`src/hw/link_test_config.svh`:
```
`ifndef LINK_TEST_CONFIG_SVH
`define LINK_TEST_CONFIG_SVH

// packet field widths
`define LT_ADDR_W 8
`define LT_DATA_W 16
`define LT_RED_W 8

// sequence number and good counter width
`define LT_SEQ_W 16

// register hops between source and checker
`define LT_NUM_HOPS 3
`define LT_HOP_IDX_W 2

// legal address window, source wraps inside it
`define LT_MIN_ADDR 0
`define LT_MAX_ADDR 55

// stable samples before a switch level is taken
`define LT_DEBOUNCE_CYCLES 4

// one hex digit, segments g down to a
`define LT_SEG_W 7

`endif

```
`src/hw/pkt_pkg.sv`:
```
`include "link_test_config.svh"

package pkt_pkg;

	// one beat on a packet link
	typedef struct packed {
		logic [`LT_ADDR_W-1:0] addr;
		logic [`LT_DATA_W-1:0] data;
		logic [`LT_RED_W-1:0]  redun;
	} pkt_t;

	// corruption a hop applies to the next accepted packet
	typedef enum logic [1:0] {
		FAULT_NONE = 2'd0,
		FAULT_DATA = 2'd1,
		FAULT_ADDR = 2'd2
	} fault_kind_e;

	// listed in checking priority
	typedef enum logic [1:0] {
		ERR_NONE  = 2'd0,
		ERR_REDUN = 2'd1,
		ERR_RANGE = 2'd2,
		ERR_SEQ   = 2'd3
	} err_kind_e;

	// snapshot of the first failing packet
	typedef struct packed {
		err_kind_e             kind;
		logic [`LT_SEQ_W-1:0]  seq;
		logic [`LT_ADDR_W-1:0] addr;
		logic [`LT_DATA_W-1:0] data;
	} first_err_t;

	// xor of the address with both data bytes
	function automatic logic [`LT_RED_W-1:0] calc_redun(
		input logic [`LT_ADDR_W-1:0] addr,
		input logic [`LT_DATA_W-1:0] data
	);
		return addr ^ data[`LT_DATA_W-1:8] ^ data[7:0];
	endfunction

endpackage

```
`src/hw/link_hop.sv`:
```
`timescale 1ns/100ps

`include "link_test_config.svh"

module link_hop (
	input  logic                  i_clk,
	input  logic                  i_rst_n,
	input  pkt_pkg::pkt_t         i_pkt,
	input  logic                  i_valid,
	output logic                  o_ready,
	input  pkt_pkg::fault_kind_e  i_fault,
	output pkt_pkg::pkt_t         o_pkt,
	output logic                  o_valid,
	input  logic                  i_ready
);

	pkt_pkg::pkt_t        r_main;
	pkt_pkg::pkt_t        r_spare;
	logic                 r_main_valid;
	logic                 r_spare_valid;
	pkt_pkg::fault_kind_e r_armed;
	pkt_pkg::pkt_t        w_in_pkt;
	logic                 w_accept;
	logic                 w_main_load;

	assign w_accept    = i_valid & o_ready;
	// main register can take a new beat this cycle
	assign w_main_load = ~r_main_valid | i_ready;

	// corruption applied on the way in, redun left as sent
	always_comb begin
		w_in_pkt = i_pkt;
		case (r_armed)
			pkt_pkg::FAULT_DATA: w_in_pkt.data[0] = ~i_pkt.data[0];
			pkt_pkg::FAULT_ADDR: w_in_pkt.addr[`LT_ADDR_W-1] = 1'b1;
			default: w_in_pkt = i_pkt;
		endcase
	end

	// one-shot latch, a fresh request overrides
	always_ff @(posedge i_clk) begin
		if (!i_rst_n) begin
			r_armed <= pkt_pkg::FAULT_NONE;
		end else if (i_fault != pkt_pkg::FAULT_NONE) begin
			r_armed <= i_fault;
		end else if (w_accept) begin
			r_armed <= pkt_pkg::FAULT_NONE;
		end
	end

	always_ff @(posedge i_clk) begin
		if (!i_rst_n) begin
			r_main_valid  <= 1'b0;
			r_spare_valid <= 1'b0;
		end else if (w_main_load) begin
			// spare drains first to keep order
			if (r_spare_valid) begin
				r_main_valid  <= 1'b1;
				r_spare_valid <= 1'b0;
			end else begin
				r_main_valid <= w_accept;
			end
		end else if (w_accept) begin
			r_spare_valid <= 1'b1;
		end
	end

	always_ff @(posedge i_clk) begin
		if (w_main_load) begin
			r_main <= r_spare_valid ? r_spare : w_in_pkt;
		end else if (w_accept) begin
			r_spare <= w_in_pkt;
		end
	end

	// ready straight from a flop, high while the spare is empty
	assign o_ready = ~r_spare_valid;
	assign o_pkt   = r_main;
	assign o_valid = r_main_valid;

endmodule

```
`src/hw/link_test_top.sv`:
```
`timescale 1ns/100ps

`include "link_test_config.svh"

module link_test_top (
	input  logic                      i_clk,
	input  logic                      i_rst_n,
	input  logic                      i_switch,
	input  logic                      i_pause,
	input  logic                      i_clear,
	input  pkt_pkg::fault_kind_e      i_fault_kind,
	input  logic [`LT_HOP_IDX_W-1:0]  i_fault_hop,
	output logic [`LT_SEQ_W-1:0]      o_good_count,
	output logic                      o_err_redun,
	output logic                      o_err_range,
	output logic                      o_err_seq,
	output pkt_pkg::first_err_t       o_first_err,
	output logic [`LT_SEG_W-1:0]      o_seg_hi,
	output logic [`LT_SEG_W-1:0]      o_seg_lo
);

	// link k feeds hop k, the last link feeds the checker
	pkt_pkg::pkt_t        lnk_pkt   [0:`LT_NUM_HOPS];
	logic                 lnk_valid [0:`LT_NUM_HOPS];
	logic                 lnk_ready [0:`LT_NUM_HOPS];
	pkt_pkg::fault_kind_e hop_fault [0:`LT_NUM_HOPS-1];

	logic w_press;
	logic w_any_err;

	pkt_source u_source (
		.i_clk   (i_clk),
		.i_rst_n (i_rst_n),
		.o_pkt   (lnk_pkt[0]),
		.o_valid (lnk_valid[0]),
		.i_ready (lnk_ready[0])
	);

	for (genvar k = 0; k < `LT_NUM_HOPS; k++) begin : g_hop
		// only the addressed hop sees the request
		assign hop_fault[k] = (i_fault_hop == `LT_HOP_IDX_W'(k)) ? i_fault_kind
		                                                        : pkt_pkg::FAULT_NONE;

		link_hop u_hop (
			.i_clk   (i_clk),
			.i_rst_n (i_rst_n),
			.i_pkt   (lnk_pkt[k]),
			.i_valid (lnk_valid[k]),
			.o_ready (lnk_ready[k]),
			.i_fault (hop_fault[k]),
			.o_pkt   (lnk_pkt[k+1]),
			.o_valid (lnk_valid[k+1]),
			.i_ready (lnk_ready[k+1])
		);
	end

	pkt_checker u_checker (
		.i_clk        (i_clk),
		.i_rst_n      (i_rst_n),
		.i_clear      (i_clear),
		.i_pause      (i_pause),
		.i_pkt        (lnk_pkt[`LT_NUM_HOPS]),
		.i_valid      (lnk_valid[`LT_NUM_HOPS]),
		.o_ready      (lnk_ready[`LT_NUM_HOPS]),
		.o_good_count (o_good_count),
		.o_err_redun  (o_err_redun),
		.o_err_range  (o_err_range),
		.o_err_seq    (o_err_seq),
		.o_first_err  (o_first_err)
	);

	assign w_any_err = o_err_redun | o_err_range | o_err_seq;

	switch_debounce u_debounce (
		.i_clk    (i_clk),
		.i_rst_n  (i_rst_n),
		.i_switch (i_switch),
		.o_press  (w_press)
	);

	seg7_display u_display (
		.i_clk        (i_clk),
		.i_rst_n      (i_rst_n),
		.i_press      (w_press),
		.i_good_count (o_good_count),
		.i_any_err    (w_any_err),
		.i_first_err  (o_first_err),
		.o_seg_hi     (o_seg_hi),
		.o_seg_lo     (o_seg_lo)
	);

endmodule

```
`src/hw/pkt_checker.sv`:
```
`timescale 1ns/100ps

`include "link_test_config.svh"

module pkt_checker (
	input  logic                  i_clk,
	input  logic                  i_rst_n,
	input  logic                  i_clear,
	input  logic                  i_pause,
	input  pkt_pkg::pkt_t         i_pkt,
	input  logic                  i_valid,
	output logic                  o_ready,
	output logic [`LT_SEQ_W-1:0]  o_good_count,
	output logic                  o_err_redun,
	output logic                  o_err_range,
	output logic                  o_err_seq,
	output pkt_pkg::first_err_t   o_first_err
);

	localparam logic [`LT_ADDR_W-1:0] MIN_ADDR = `LT_MIN_ADDR;
	localparam logic [`LT_ADDR_W-1:0] MAX_ADDR = `LT_MAX_ADDR;

	logic [`LT_SEQ_W-1:0] r_exp_seq;
	logic                 r_synced;
	logic [`LT_SEQ_W-1:0] r_good_count;
	logic                 r_err_redun;
	logic                 r_err_range;
	logic                 r_err_seq;
	pkt_pkg::first_err_t  r_first_err;

	logic                 w_accept;
	logic                 w_redun_bad;
	logic                 w_range_bad;
	logic                 w_seq_bad;
	logic [`LT_SEQ_W-1:0] w_seq_ref;
	logic [`LT_SEQ_W-1:0] w_next_seq;
	pkt_pkg::err_kind_e   w_kind;

	assign o_ready  = ~i_pause;
	assign w_accept = i_valid & o_ready;

	assign w_redun_bad = pkt_pkg::calc_redun(i_pkt.addr, i_pkt.data) != i_pkt.redun;
	assign w_range_bad = (i_pkt.addr < MIN_ADDR) || (i_pkt.addr > MAX_ADDR);
	// data is only trusted for sequencing when redun holds
	assign w_seq_bad   = r_synced && !w_redun_bad && (i_pkt.data != r_exp_seq);

	// after a clear the first packet sets the reference
	assign w_seq_ref  = r_synced ? r_exp_seq : i_pkt.data;
	assign w_next_seq = (w_redun_bad && r_synced) ? r_exp_seq + 1'b1 : i_pkt.data + 1'b1;

	always_comb begin
		if (w_redun_bad) begin
			w_kind = pkt_pkg::ERR_REDUN;
		end else if (w_range_bad) begin
			w_kind = pkt_pkg::ERR_RANGE;
		end else if (w_seq_bad) begin
			w_kind = pkt_pkg::ERR_SEQ;
		end else begin
			w_kind = pkt_pkg::ERR_NONE;
		end
	end

	always_ff @(posedge i_clk) begin
		if (!i_rst_n) begin
			r_exp_seq    <= '0;
			r_synced     <= 1'b1;
			r_good_count <= '0;
			r_err_redun  <= 1'b0;
			r_err_range  <= 1'b0;
			r_err_seq    <= 1'b0;
			r_first_err  <= '0;
		end else if (i_clear) begin
			r_synced     <= 1'b0;
			r_good_count <= '0;
			r_err_redun  <= 1'b0;
			r_err_range  <= 1'b0;
			r_err_seq    <= 1'b0;
			r_first_err  <= '0;
		end else if (w_accept) begin
			r_exp_seq <= w_next_seq;
			r_synced  <= 1'b1;
			if (w_kind == pkt_pkg::ERR_NONE) begin
				r_good_count <= r_good_count + 1'b1;
			end else begin
				r_err_redun <= r_err_redun | w_redun_bad;
				r_err_range <= r_err_range | w_range_bad;
				r_err_seq   <= r_err_seq | w_seq_bad;
				// capture only once until cleared
				if (r_first_err.kind == pkt_pkg::ERR_NONE) begin
					r_first_err.kind <= w_kind;
					r_first_err.seq  <= w_seq_ref;
					r_first_err.addr <= i_pkt.addr;
					r_first_err.data <= i_pkt.data;
				end
			end
		end
	end

	assign o_good_count = r_good_count;
	assign o_err_redun  = r_err_redun;
	assign o_err_range  = r_err_range;
	assign o_err_seq    = r_err_seq;
	assign o_first_err  = r_first_err;

endmodule

```
`src/hw/pkt_source.sv`:
```
`timescale 1ns/100ps

`include "link_test_config.svh"

module pkt_source (
	input  logic            i_clk,
	input  logic            i_rst_n,
	output pkt_pkg::pkt_t   o_pkt,
	output logic            o_valid,
	input  logic            i_ready
);

	localparam logic [`LT_ADDR_W-1:0] MIN_ADDR = `LT_MIN_ADDR;
	localparam logic [`LT_ADDR_W-1:0] MAX_ADDR = `LT_MAX_ADDR;

	logic [`LT_SEQ_W-1:0]  r_seq;
	logic [`LT_ADDR_W-1:0] r_addr;
	logic                  r_valid;
	logic                  w_fire;

	assign w_fire = r_valid & i_ready;

	// stream never ends, valid stays high once out of reset
	always_ff @(posedge i_clk) begin
		if (!i_rst_n) begin
			r_valid <= 1'b0;
		end else begin
			r_valid <= 1'b1;
		end
	end

	// counters only move on a transfer so a stalled beat holds
	always_ff @(posedge i_clk) begin
		if (!i_rst_n) begin
			r_seq  <= '0;
			r_addr <= MIN_ADDR;
		end else if (w_fire) begin
			r_seq <= r_seq + 1'b1;
			if (r_addr == MAX_ADDR) begin
				r_addr <= MIN_ADDR;
			end else begin
				r_addr <= r_addr + 1'b1;
			end
		end
	end

	assign o_valid     = r_valid;
	assign o_pkt.addr  = r_addr;
	assign o_pkt.data  = r_seq;
	assign o_pkt.redun = pkt_pkg::calc_redun(r_addr, r_seq);

endmodule

```
`src/hw/seg7_display.sv`:
```
`timescale 1ns/100ps

`include "link_test_config.svh"

module seg7_display (
	input  logic                  i_clk,
	input  logic                  i_rst_n,
	input  logic                  i_press,
	input  logic [`LT_SEQ_W-1:0]  i_good_count,
	input  logic                  i_any_err,
	input  pkt_pkg::first_err_t   i_first_err,
	output logic [`LT_SEG_W-1:0]  o_seg_hi,
	output logic [`LT_SEG_W-1:0]  o_seg_lo
);

	logic [`LT_SEG_W-1:0] r_seg_hi;
	logic [`LT_SEG_W-1:0] r_seg_lo;
	logic [3:0]           w_nib_hi;
	logic [3:0]           w_nib_lo;

	// hex digit to segments g..a, a zero bit lights the segment
	function automatic logic [`LT_SEG_W-1:0] hex_to_seg(input logic [3:0] nib);
		case (nib)
			4'h0: return 7'b1000000;
			4'h1: return 7'b1111001;
			4'h2: return 7'b0100100;
			4'h3: return 7'b0110000;
			4'h4: return 7'b0011001;
			4'h5: return 7'b0010010;
			4'h6: return 7'b0000010;
			4'h7: return 7'b1111000;
			4'h8: return 7'b0000000;
			4'h9: return 7'b0010000;
			4'ha: return 7'b0001000;
			4'hb: return 7'b0000011;
			4'hc: return 7'b1000110;
			4'hd: return 7'b0100001;
			4'he: return 7'b0000110;
			default: return 7'b0001110;
		endcase
	endfunction

	// error view shows address and data, otherwise the count byte
	always_comb begin
		if (i_any_err) begin
			w_nib_hi = i_first_err.addr[3:0];
			w_nib_lo = i_first_err.data[3:0];
		end else begin
			w_nib_hi = i_good_count[7:4];
			w_nib_lo = i_good_count[3:0];
		end
	end

	// blank until the first press
	always_ff @(posedge i_clk) begin
		if (!i_rst_n) begin
			r_seg_hi <= '1;
			r_seg_lo <= '1;
		end else if (i_press) begin
			r_seg_hi <= hex_to_seg(w_nib_hi);
			r_seg_lo <= hex_to_seg(w_nib_lo);
		end
	end

	assign o_seg_hi = r_seg_hi;
	assign o_seg_lo = r_seg_lo;

endmodule

```
`src/hw/switch_debounce.sv`:
```
`timescale 1ns/100ps

`include "link_test_config.svh"

module switch_debounce (
	input  logic i_clk,
	input  logic i_rst_n,
	input  logic i_switch,
	output logic o_press
);

	localparam int CNT_W = $clog2(`LT_DEBOUNCE_CYCLES + 1);
	localparam logic [CNT_W-1:0] CNT_LAST = CNT_W'(`LT_DEBOUNCE_CYCLES - 1);

	logic [CNT_W-1:0] r_cnt;
	logic             r_level;
	logic             r_level_d;
	logic             r_press;

	// level only changes after enough samples that disagree with it
	always_ff @(posedge i_clk) begin
		if (!i_rst_n) begin
			r_cnt   <= '0;
			r_level <= 1'b0;
		end else if (i_switch != r_level) begin
			if (r_cnt == CNT_LAST) begin
				r_level <= i_switch;
				r_cnt   <= '0;
			end else begin
				r_cnt <= r_cnt + 1'b1;
			end
		end else begin
			r_cnt <= '0;
		end
	end

	// rising edge of the filtered level
	always_ff @(posedge i_clk) begin
		if (!i_rst_n) begin
			r_level_d <= 1'b0;
			r_press   <= 1'b0;
		end else begin
			r_level_d <= r_level;
			r_press   <= r_level & ~r_level_d;
		end
	end

	assign o_press = r_press;

endmodule

```
`config.mk`:
```
export PLATFORM = sky130hd
export DESIGN_NAME = link_test_top
export DESIGN_NICKNAME = d
export VERILOG_FILES = /design/src/hw/pkt_pkg.sv /design/src/hw/link_hop.sv /design/src/hw/link_test_top.sv /design/src/hw/pkt_checker.sv /design/src/hw/pkt_source.sv /design/src/hw/seg7_display.sv /design/src/hw/switch_debounce.sv
export VERILOG_INCLUDE_DIRS = /design/src /design/src/hw
export SDC_FILE = /design/constraint.sdc
export NUM_CORES = 1
export LEC_CHECK = 0
export BUFFER_PORTS_ARGS = -buffer_cell sky130_fd_sc_hd__buf_4
export CAP_MARGIN = 20
export CORE_ASPECT_RATIO = 1.75
export CORE_UTILIZATION = 25
export CTS_CLUSTER_DIAMETER = 120
export DETAILED_ROUTE_END_ITERATION = 12
export GPL_TIMING_DRIVEN = 0
export SYNTH_ARGS = -nofsm -noshare
export SYNTH_HDL_FRONTEND = slang
export SYNTH_SLANG_ARGS = --single-unit
```
`constraint.sdc`:
```
create_clock -name i_clk -period 4.3 [get_ports i_clk]
set_input_delay 0.86 -clock i_clk [delete_from_list [all_inputs] [get_ports i_clk]]
set_output_delay 0.86 -clock i_clk [all_outputs]
set_load 0.005 [all_outputs]
```
## Yosys cells after proc, flatten, opt, wreduce, memory -nomap -nowiden

Memories as Yosys holds them, arrays and structs flattened. A register that Yosys moved wholly into a read port is not among the register bits.
Cells that the tools add are included.

| cells by class | value |
|---|---|
| bitwise gates (word level) | 35 |
| equality and inequality tests | 13 |
| shifts and indexed selects | 0 |
| $lt $le $gt $ge | 2 |
| add/subtract/negate cells | 6 |
| reduce and logical (&&, ||, !) cells | 30 |
| multipliers | 0 |
| multiplexer cells | 32 |
| divide/modulo/power cells | 0 |

Operators with widths:

| kind | count |
|---|---|
| 32-bit 2-to-1 mux | 3 |
| 16-bit by 1-bit adder with 16-bit output, second input constant | 4 |
| 16-bit 2-to-1 mux | 2 |
| 8-bit bitwise XOR | 4 |
| 2-bit 2-to-1 mux | 12 |
| 1-bit inverter | 18 |
| 16-bit != test | 1 |
| 2-bit AND reduction | 7 |
| 2-bit nonzero test | 7 |
| 1-bit 2-to-1 mux | 12 |
| 8-bit by 1-bit adder with 8-bit output, second input constant | 1 |
| 2-bit by 1-bit equality test with 1-bit output, second input constant | 4 |
| 2-bit equality test, second input constant | 4 |
| 8-bit by 6-bit equality test with 1-bit output, second input constant | 1 |
| 8-bit by 6-bit > comparator with 1-bit output, second input constant | 1 |
| 8-bit by 1-bit less-than comparator with 1-bit output, second input constant | 1 |
| 4-bit 2-to-1 mux | 2 |
| 8-bit 2-to-1 mux | 1 |
| 8-bit != test | 1 |
| 1-bit OR | 8 |
| 2-bit OR reduction | 4 |
| 2-bit logical NOT | 3 |
| 1-bit AND | 5 |
| 3-bit by 1-bit adder with 3-bit output, second input constant | 1 |
| other kinds (7) | 11 |

| word-level totals | value |
|---|---|
| RAM bits | 0 |
| memories kept | 2 |
| memory bits (read-only) | 224 |
| register bits after elaboration | 313 |
| output and inout bits | 75 |
| bits in latches | 0 |

Memories:

| name | depth | bits a word | rd ports | clocked after memory_dff | write ports | RTL line | text |
|---|---|---|---|---|---|---|---|
| (no name shown) | 16 | 7 | 1 | 1 | 0 | seg7_display.sv:23 | `case (nib)` |
| (no name shown) | 16 | 7 | 1 | 1 | 0 | seg7_display.sv:23 |  |

## Depth between registers and ports, before layout

| logic depth | value |
|---|---|
| depth in word-level cells | 12 |
| mapped depth | 17 |
| depth with buffers taken out | 15 |

## Cells and area by module

From an unflattened synthesis, not the netlist that was laid out.

| unflattened totals | value |
|---|---|
| cells, all modules | 1199 |
| area, all modules | 15049.4 µm² |

By module, submodules not included:

| module | times used | area each (µm²) | cells each |
|---|---|---|---|
| link_hop | 3 | 2618.8 | 119 |
| pkt_checker | 1 | 4389.2 | 508 |
| seg7_display | 1 | 1282.5 | 168 |
| pkt_source | 1 | 1247.4 | 142 |
| switch_debounce | 1 | 217.7 | 17 |
| link_test_top | 1 | 56.3 | 7 |

## Worst setup path after synthesis

No wires, ideal clock.

| timing path | value |
|---|---|
| path kind | flip-flop to flip-flop |
| from | register g_hop[1].u_hop.r_spare_valid |
| to | register g_hop[0].u_hop.r_spare[0] (netlist name), enable pin |
| buffers on the path | 2 |
| setup time | 0.421 ns |
| arrival | 3.194 ns |
| setup slack | 0.684 ns |
| stages on the path, launching flop included | 5 |
| cells stage by stage | dfxtp_1 -> clkbuf_1 -> buf_1 -> nand2_1 -> nor2_1 |

| between the ends | value |
|---|---|
| longest elaborated chain between the ends | 4 |

Ends and longest elaborated chain:

| item | RTL line | text |
|---|---|---|
| start, declared | link_hop.sv:20 | `logic r_spare_valid;` |
| start signal, assigned | link_hop.sv:54 | `r_spare_valid <= 1'b0;` |
| start signal, assigned | link_hop.sv:59 | `r_spare_valid <= 1'b0;` |
| start signal, assigned | link_hop.sv:64 | `r_spare_valid <= 1'b1;` |
| 1-bit inverter | link_hop.sv:77 | `assign o_ready = ~r_spare_valid;` |
| 1-bit OR | link_hop.sv:28 | `assign w_main_load = ~r_main_valid \| i_ready;` |
| named net g_hop[0].u_hop.w_main_load | link_hop.sv:24 | `logic w_main_load;` |
| 1-bit inverter (no line) | -- |  |
| 2-bit AND reduction (no line) | -- |  |
| end signal, assigned | link_hop.sv:72 | `r_spare <= w_in_pkt;` |
| end, declared | link_hop.sv:18 | `pkt_pkg::pkt_t r_spare;` |

The timed path passes the listed nets, and every way through them passes these cells.
A chain may end at the register's enable or synchronous reset.

## Final worst setup path

| timing path | value |
|---|---|
| from | register g_hop[2].u_hop.r_main, in the netlist g_hop[2].u_hop.o_pkt[21] |
| to | register u_checker.r_exp_seq[10] |

| between the ends | value |
|---|---|
| longest elaborated chain between the ends | 5 |

Ends and longest elaborated chain:

| item | RTL line | text |
|---|---|---|
| start, declared | link_hop.sv:17 | `pkt_pkg::pkt_t r_main;` |
| start signal, assigned | link_hop.sv:70 | `r_main <= r_spare_valid ? r_spare : w_in_pkt;` |
| 8-bit bitwise XOR (2 in a row) | pkt_pkg.sv:40 | `` return addr ^ data[`LT_DATA_W-1:8] ^ data[7:0]; `` |
| 8-bit != test | pkt_checker.sv:42 | `assign w_redun_bad = pkt_pkg::calc_redun(i_pkt.addr, i_pkt.data) != i_pkt.redun;` |
| 1-bit logical AND | pkt_checker.sv:49 | `assign w_next_seq = (w_redun_bad && r_synced) ? r_exp_seq + 1'b1 : i_pkt.data + 1'b1;` |
| 16-bit 2-to-1 mux | pkt_checker.sv:49 |  |
| end signal, assigned | pkt_checker.sv:80 | `r_exp_seq <= w_next_seq;` |
| end, declared | pkt_checker.sv:23 | `` logic [`LT_SEQ_W-1:0] r_exp_seq; `` |

No other way between the ends.

==> metrics.txt <==
status=complete, no violations; initial antenna violation count=2; worst setup path start=g_hop[2].u_hop.o_pkt[21]$_DFFE_PP_; CP Cell Sequence=buf_2 -> xnor2_1 -> xnor2_1 -> nand4_1 -> o21ai_4 -> buf_2 -> buf_2 -> nand2_1 -> nand2_1 -> ha_1 -> nand4_1 -> nor2_1 -> nand3_1 -> o2111a_1 -> a211o_1; Sink Count=327; fin crit share=95.0%; Cell Pwr Density=363 nW/um^2; H-tree depth=1; initial core utilization=25.3%; P&R area growth vs syn=17.2%; worst setup margin=0.215 ns; final net count=1303; IO Count=84; met1 usage=10.9%; worst stage delay on the critical path=0.37 ns; 1st-pass router iterations=5; Buffers on Ports=83; Hold-fix buffers, CTS=0; post-synth top area cell=edfxtp_1; Mean Syn Cell Area=12.4 um^2; vias in the first global route=9333; setup repair bufs after CTS=0; #FFs+latches synth=327; DRC viols=0; RSZ-0062 raised after global routing=no; Leakage=6.36 nW; Critical Path RT=4.75 ns; r2r endpoint=u_checker.r_exp_seq[10]$_SDFFE_PN0P_; top cells by area, synth=edfxtp_1 (40%), dfxtp_1 (19%), mux2_2 (7.8%); global route overflow=0; CP startpoint kind=flip-flop; Total Wirelength=35000 um; Fmax=245 MHz; r2r startpoint=g_hop[2].u_hop.o_pkt[21]$_DFFE_PP_; Crit. End Element=flip-flop; share of the synthesized area in the top cell type=40.0%; GR peak layer=met2; ANT nets after route=0; Die Wd=184 um; 1st-iter DRT viols=382; CTS tree=done; Cells after Synth=1164; WS Path Type=reg -> reg; via count=9219; Hold Crit Class=reg -> reg; M2 GR Usage=24.0%; Max Cap Viol=0; Setup Slack @ Placement=0.0202 ns; Flop pwr share=54.9%; dominant synthesized flop cell=edfxtp_1; Tot Pwr=6.13 mW; cell row count=116; total track usage=11.7%; hpwl dp=26400 um; die area=58700 um^2; first-pass GRT wire length=53300 um; Clock power frac=39.1%; worst r2r path cells=15; Syn. warnings=0; setup slack, reg-to-reg=0.22 ns; Switching Fraction=23.3%; Rel. slew slack=34.0%; Worst Tran Pin Value=0.984 ns; Max IR drop VDD=0.000276 V; min Tclk post-route=4.08 ns; Psw=1.43 mW; Core Area=57000 um^2; CTS Buf Count=27; Die Y-Extent=320 um; drt via density=4.46; share of layout cells above drive strength 1=22.8%; sequential element share of the synthesized area=58.7%; ys async rst share=0%; Pins Over Slew Limit=0; Distinct cells, synth=66; CTS clk-pin slew, worst paths=0.07 ns; Avg WL per Cell=16.9 um; Critical Path AT=4.53 ns; Setup Viol. Count Final=0; root buffer cell=clkbuf_16; Syn Nets=1191; largest fanout on the critical path=10; Top cell by count, worst path=buf_2; P_int=4.70 mW; Combinational Power Share=6.0%; skew final=0.0182 ns; routability cong.=0.896; Clock Path Buffers=3; largest net degree at the start of global routing=36; Worst setup endpoint=u_checker.r_exp_seq[10]$_SDFFE_PN0P_; met3 Use GR=1.37%; Netlist Area Pre-Place=14400 um^2; worst hold slack=0.387 ns; CP max-delay cell=edfxtp_1; Clk Latency, worst-skew pair=0.55 ns; Post-synth EDFFs=192; Hold Violations, Final=0
[metrics by stage]
stage          TNS, ns  instance area (um^2)  utilization [%]  cells
2_1_floorplan        0                 14400                -   1164
3_3_place_gp    -47.39                 16000             28.1   2014
3_5_place_dp         0                 16000             28.1   2014
4_1_cts              0                 16900             29.6   2064
5_1_grt              0                 16900             29.6   2064
6_report             0                 16900             29.6   2065
[cell families after synthesis]
logic type / share of synthesized area (%)
XOR/XNOR: 5.28
AO/OA/AOI/OAI: 7.88
flip-flops: 58.7
multiplexers: 12.3
buffers and inverters: 3.20
adder cells (fa/ha/maj): 1.56
AND/OR/NAND/NOR: 11.1
[worst max-delay path: cells and delay by family (launching register included)]
family | cells | cell delay (ns)
buffers and inverters | 3 | 0.77
AOI/OAI and AO/OA | 3 | 0.87
DFF | 1 | 0.37
adders and majority gates | 1 | 0.27
and+or+nand+nor | 6 | 1.19
xor gates and xnor gates | 2 | 0.49
[repair_timing]
| item | CTS | global route |
|---|---|---|
| pin swaps | 0 | 0 |
| endpoints found under the setup margin | 1 | 1 |
| gates resized for setup | 1 | 2 |
[metal layers]
metal	share of wire, %	routed length, um
met3	3.8	1320
met1	34	12000
met5	0.054	19
met2	57	19900
met4	5.1	1800
[area by class of cell]
class	count	area [um^2]
Tap cell	767	960
Buffer	76	394
Inverter	18	67.6
Timing Repair Buffer	83	623
Fill cell	5752	40100
Clock buffer	33	728
Sequential cell	327	8470
Antenna cell	1	2.50
Multi-Input combinational cell	743	5550
Clock inverter	17	118
[Yosys cell counts, types with 18 or more instances]
library cell,n
a21oi_1,26
and2_1,20
buf_2,19
clkbuf_1,31
dfxtp_1,135
edfxtp_1,192
ha_1,18
inv_1,18
mux2_2,100
mux2i_1,65
nand2_1,72
nand3_1,30
nor2_1,93
o21ai_0,36
xnor2_1,57
xor2_1,30
[cells in the final DEF, fill, tap and decap left out, types with 9 or more instances in the layout]
cell type	n
buf_1	11
a21boi_0	17
ha_1	18
a211oi_2	12
o21ai_0	36
clkbuf_16	27
nand2b_1	16
and2_1	20
nand4_1	16
nand3_1	30
dfxtp_1	135
xnor2_1	57
or3_1	9
o211ai_1	11
clkbuf_1	34
mux2i_1	65
buf_4	92
a21oi_1	26
nand2_1	69
and3_1	14
mux2_2	100
xor2_1	30
buf_2	19
nor2_1	90
edfxtp_1	192
inv_1	18
nor2b_1	12
[worst min path at each step]
stage / startpoint / to / slack, ns / depth (start not counted)
floorplan: u_debounce.r_level_d$_SDFF_PN0_ / u_debounce.o_press$_SDFF_PN0_ / 0.37 / 1
finish: u_debounce.r_level_d$_SDFF_PN0_ / u_debounce.o_press$_SDFF_PN0_ / 0.39 / 1
global route: u_debounce.r_level_d$_SDFF_PN0_ / u_debounce.o_press$_SDFF_PN0_ / 0.41 / 1
global placement: u_debounce.r_level_d$_SDFF_PN0_ / u_debounce.o_press$_SDFF_PN0_ / 0.37 / 1
detailed placement: u_debounce.r_level_d$_SDFF_PN0_ / u_debounce.o_press$_SDFF_PN0_ / 0.38 / 1
CTS: u_debounce.r_level_d$_SDFF_PN0_ / u_debounce.o_press$_SDFF_PN0_ / 0.39 / 1
[registers in the layout (all words and copies together), names as in the netlist, 6 cells and up]
name                    cells
g_hop.u_hop.r_armed         6
g_hop.u_hop.o_pkt          96
g_hop.u_hop.r_spare        96
u_display.o_seg_hi          7
u_source.r_seq             16
u_checker.o_good_count     16
u_display.o_seg_lo          7
u_checker.r_exp_seq        16
u_source.r_addr             8
u_checker.o_first_err      42
[power groups by stage]
stage / registers (mW) / logic, mW / clock network, mW
2_1_floorplan: 3.43 / 0.253 / 0
3_3_place_gp: 3.44 / 0.363 / 0
3_5_place_dp: 3.44 / 0.365 / 0
4_1_cts: 3.37 / 0.367 / 2.47
5_1_grt: 3.37 / 0.395 / 2.57
6_report: 3.37 / 0.369 / 2.40
Note: power is estimated with default switching activity, not from simulation.
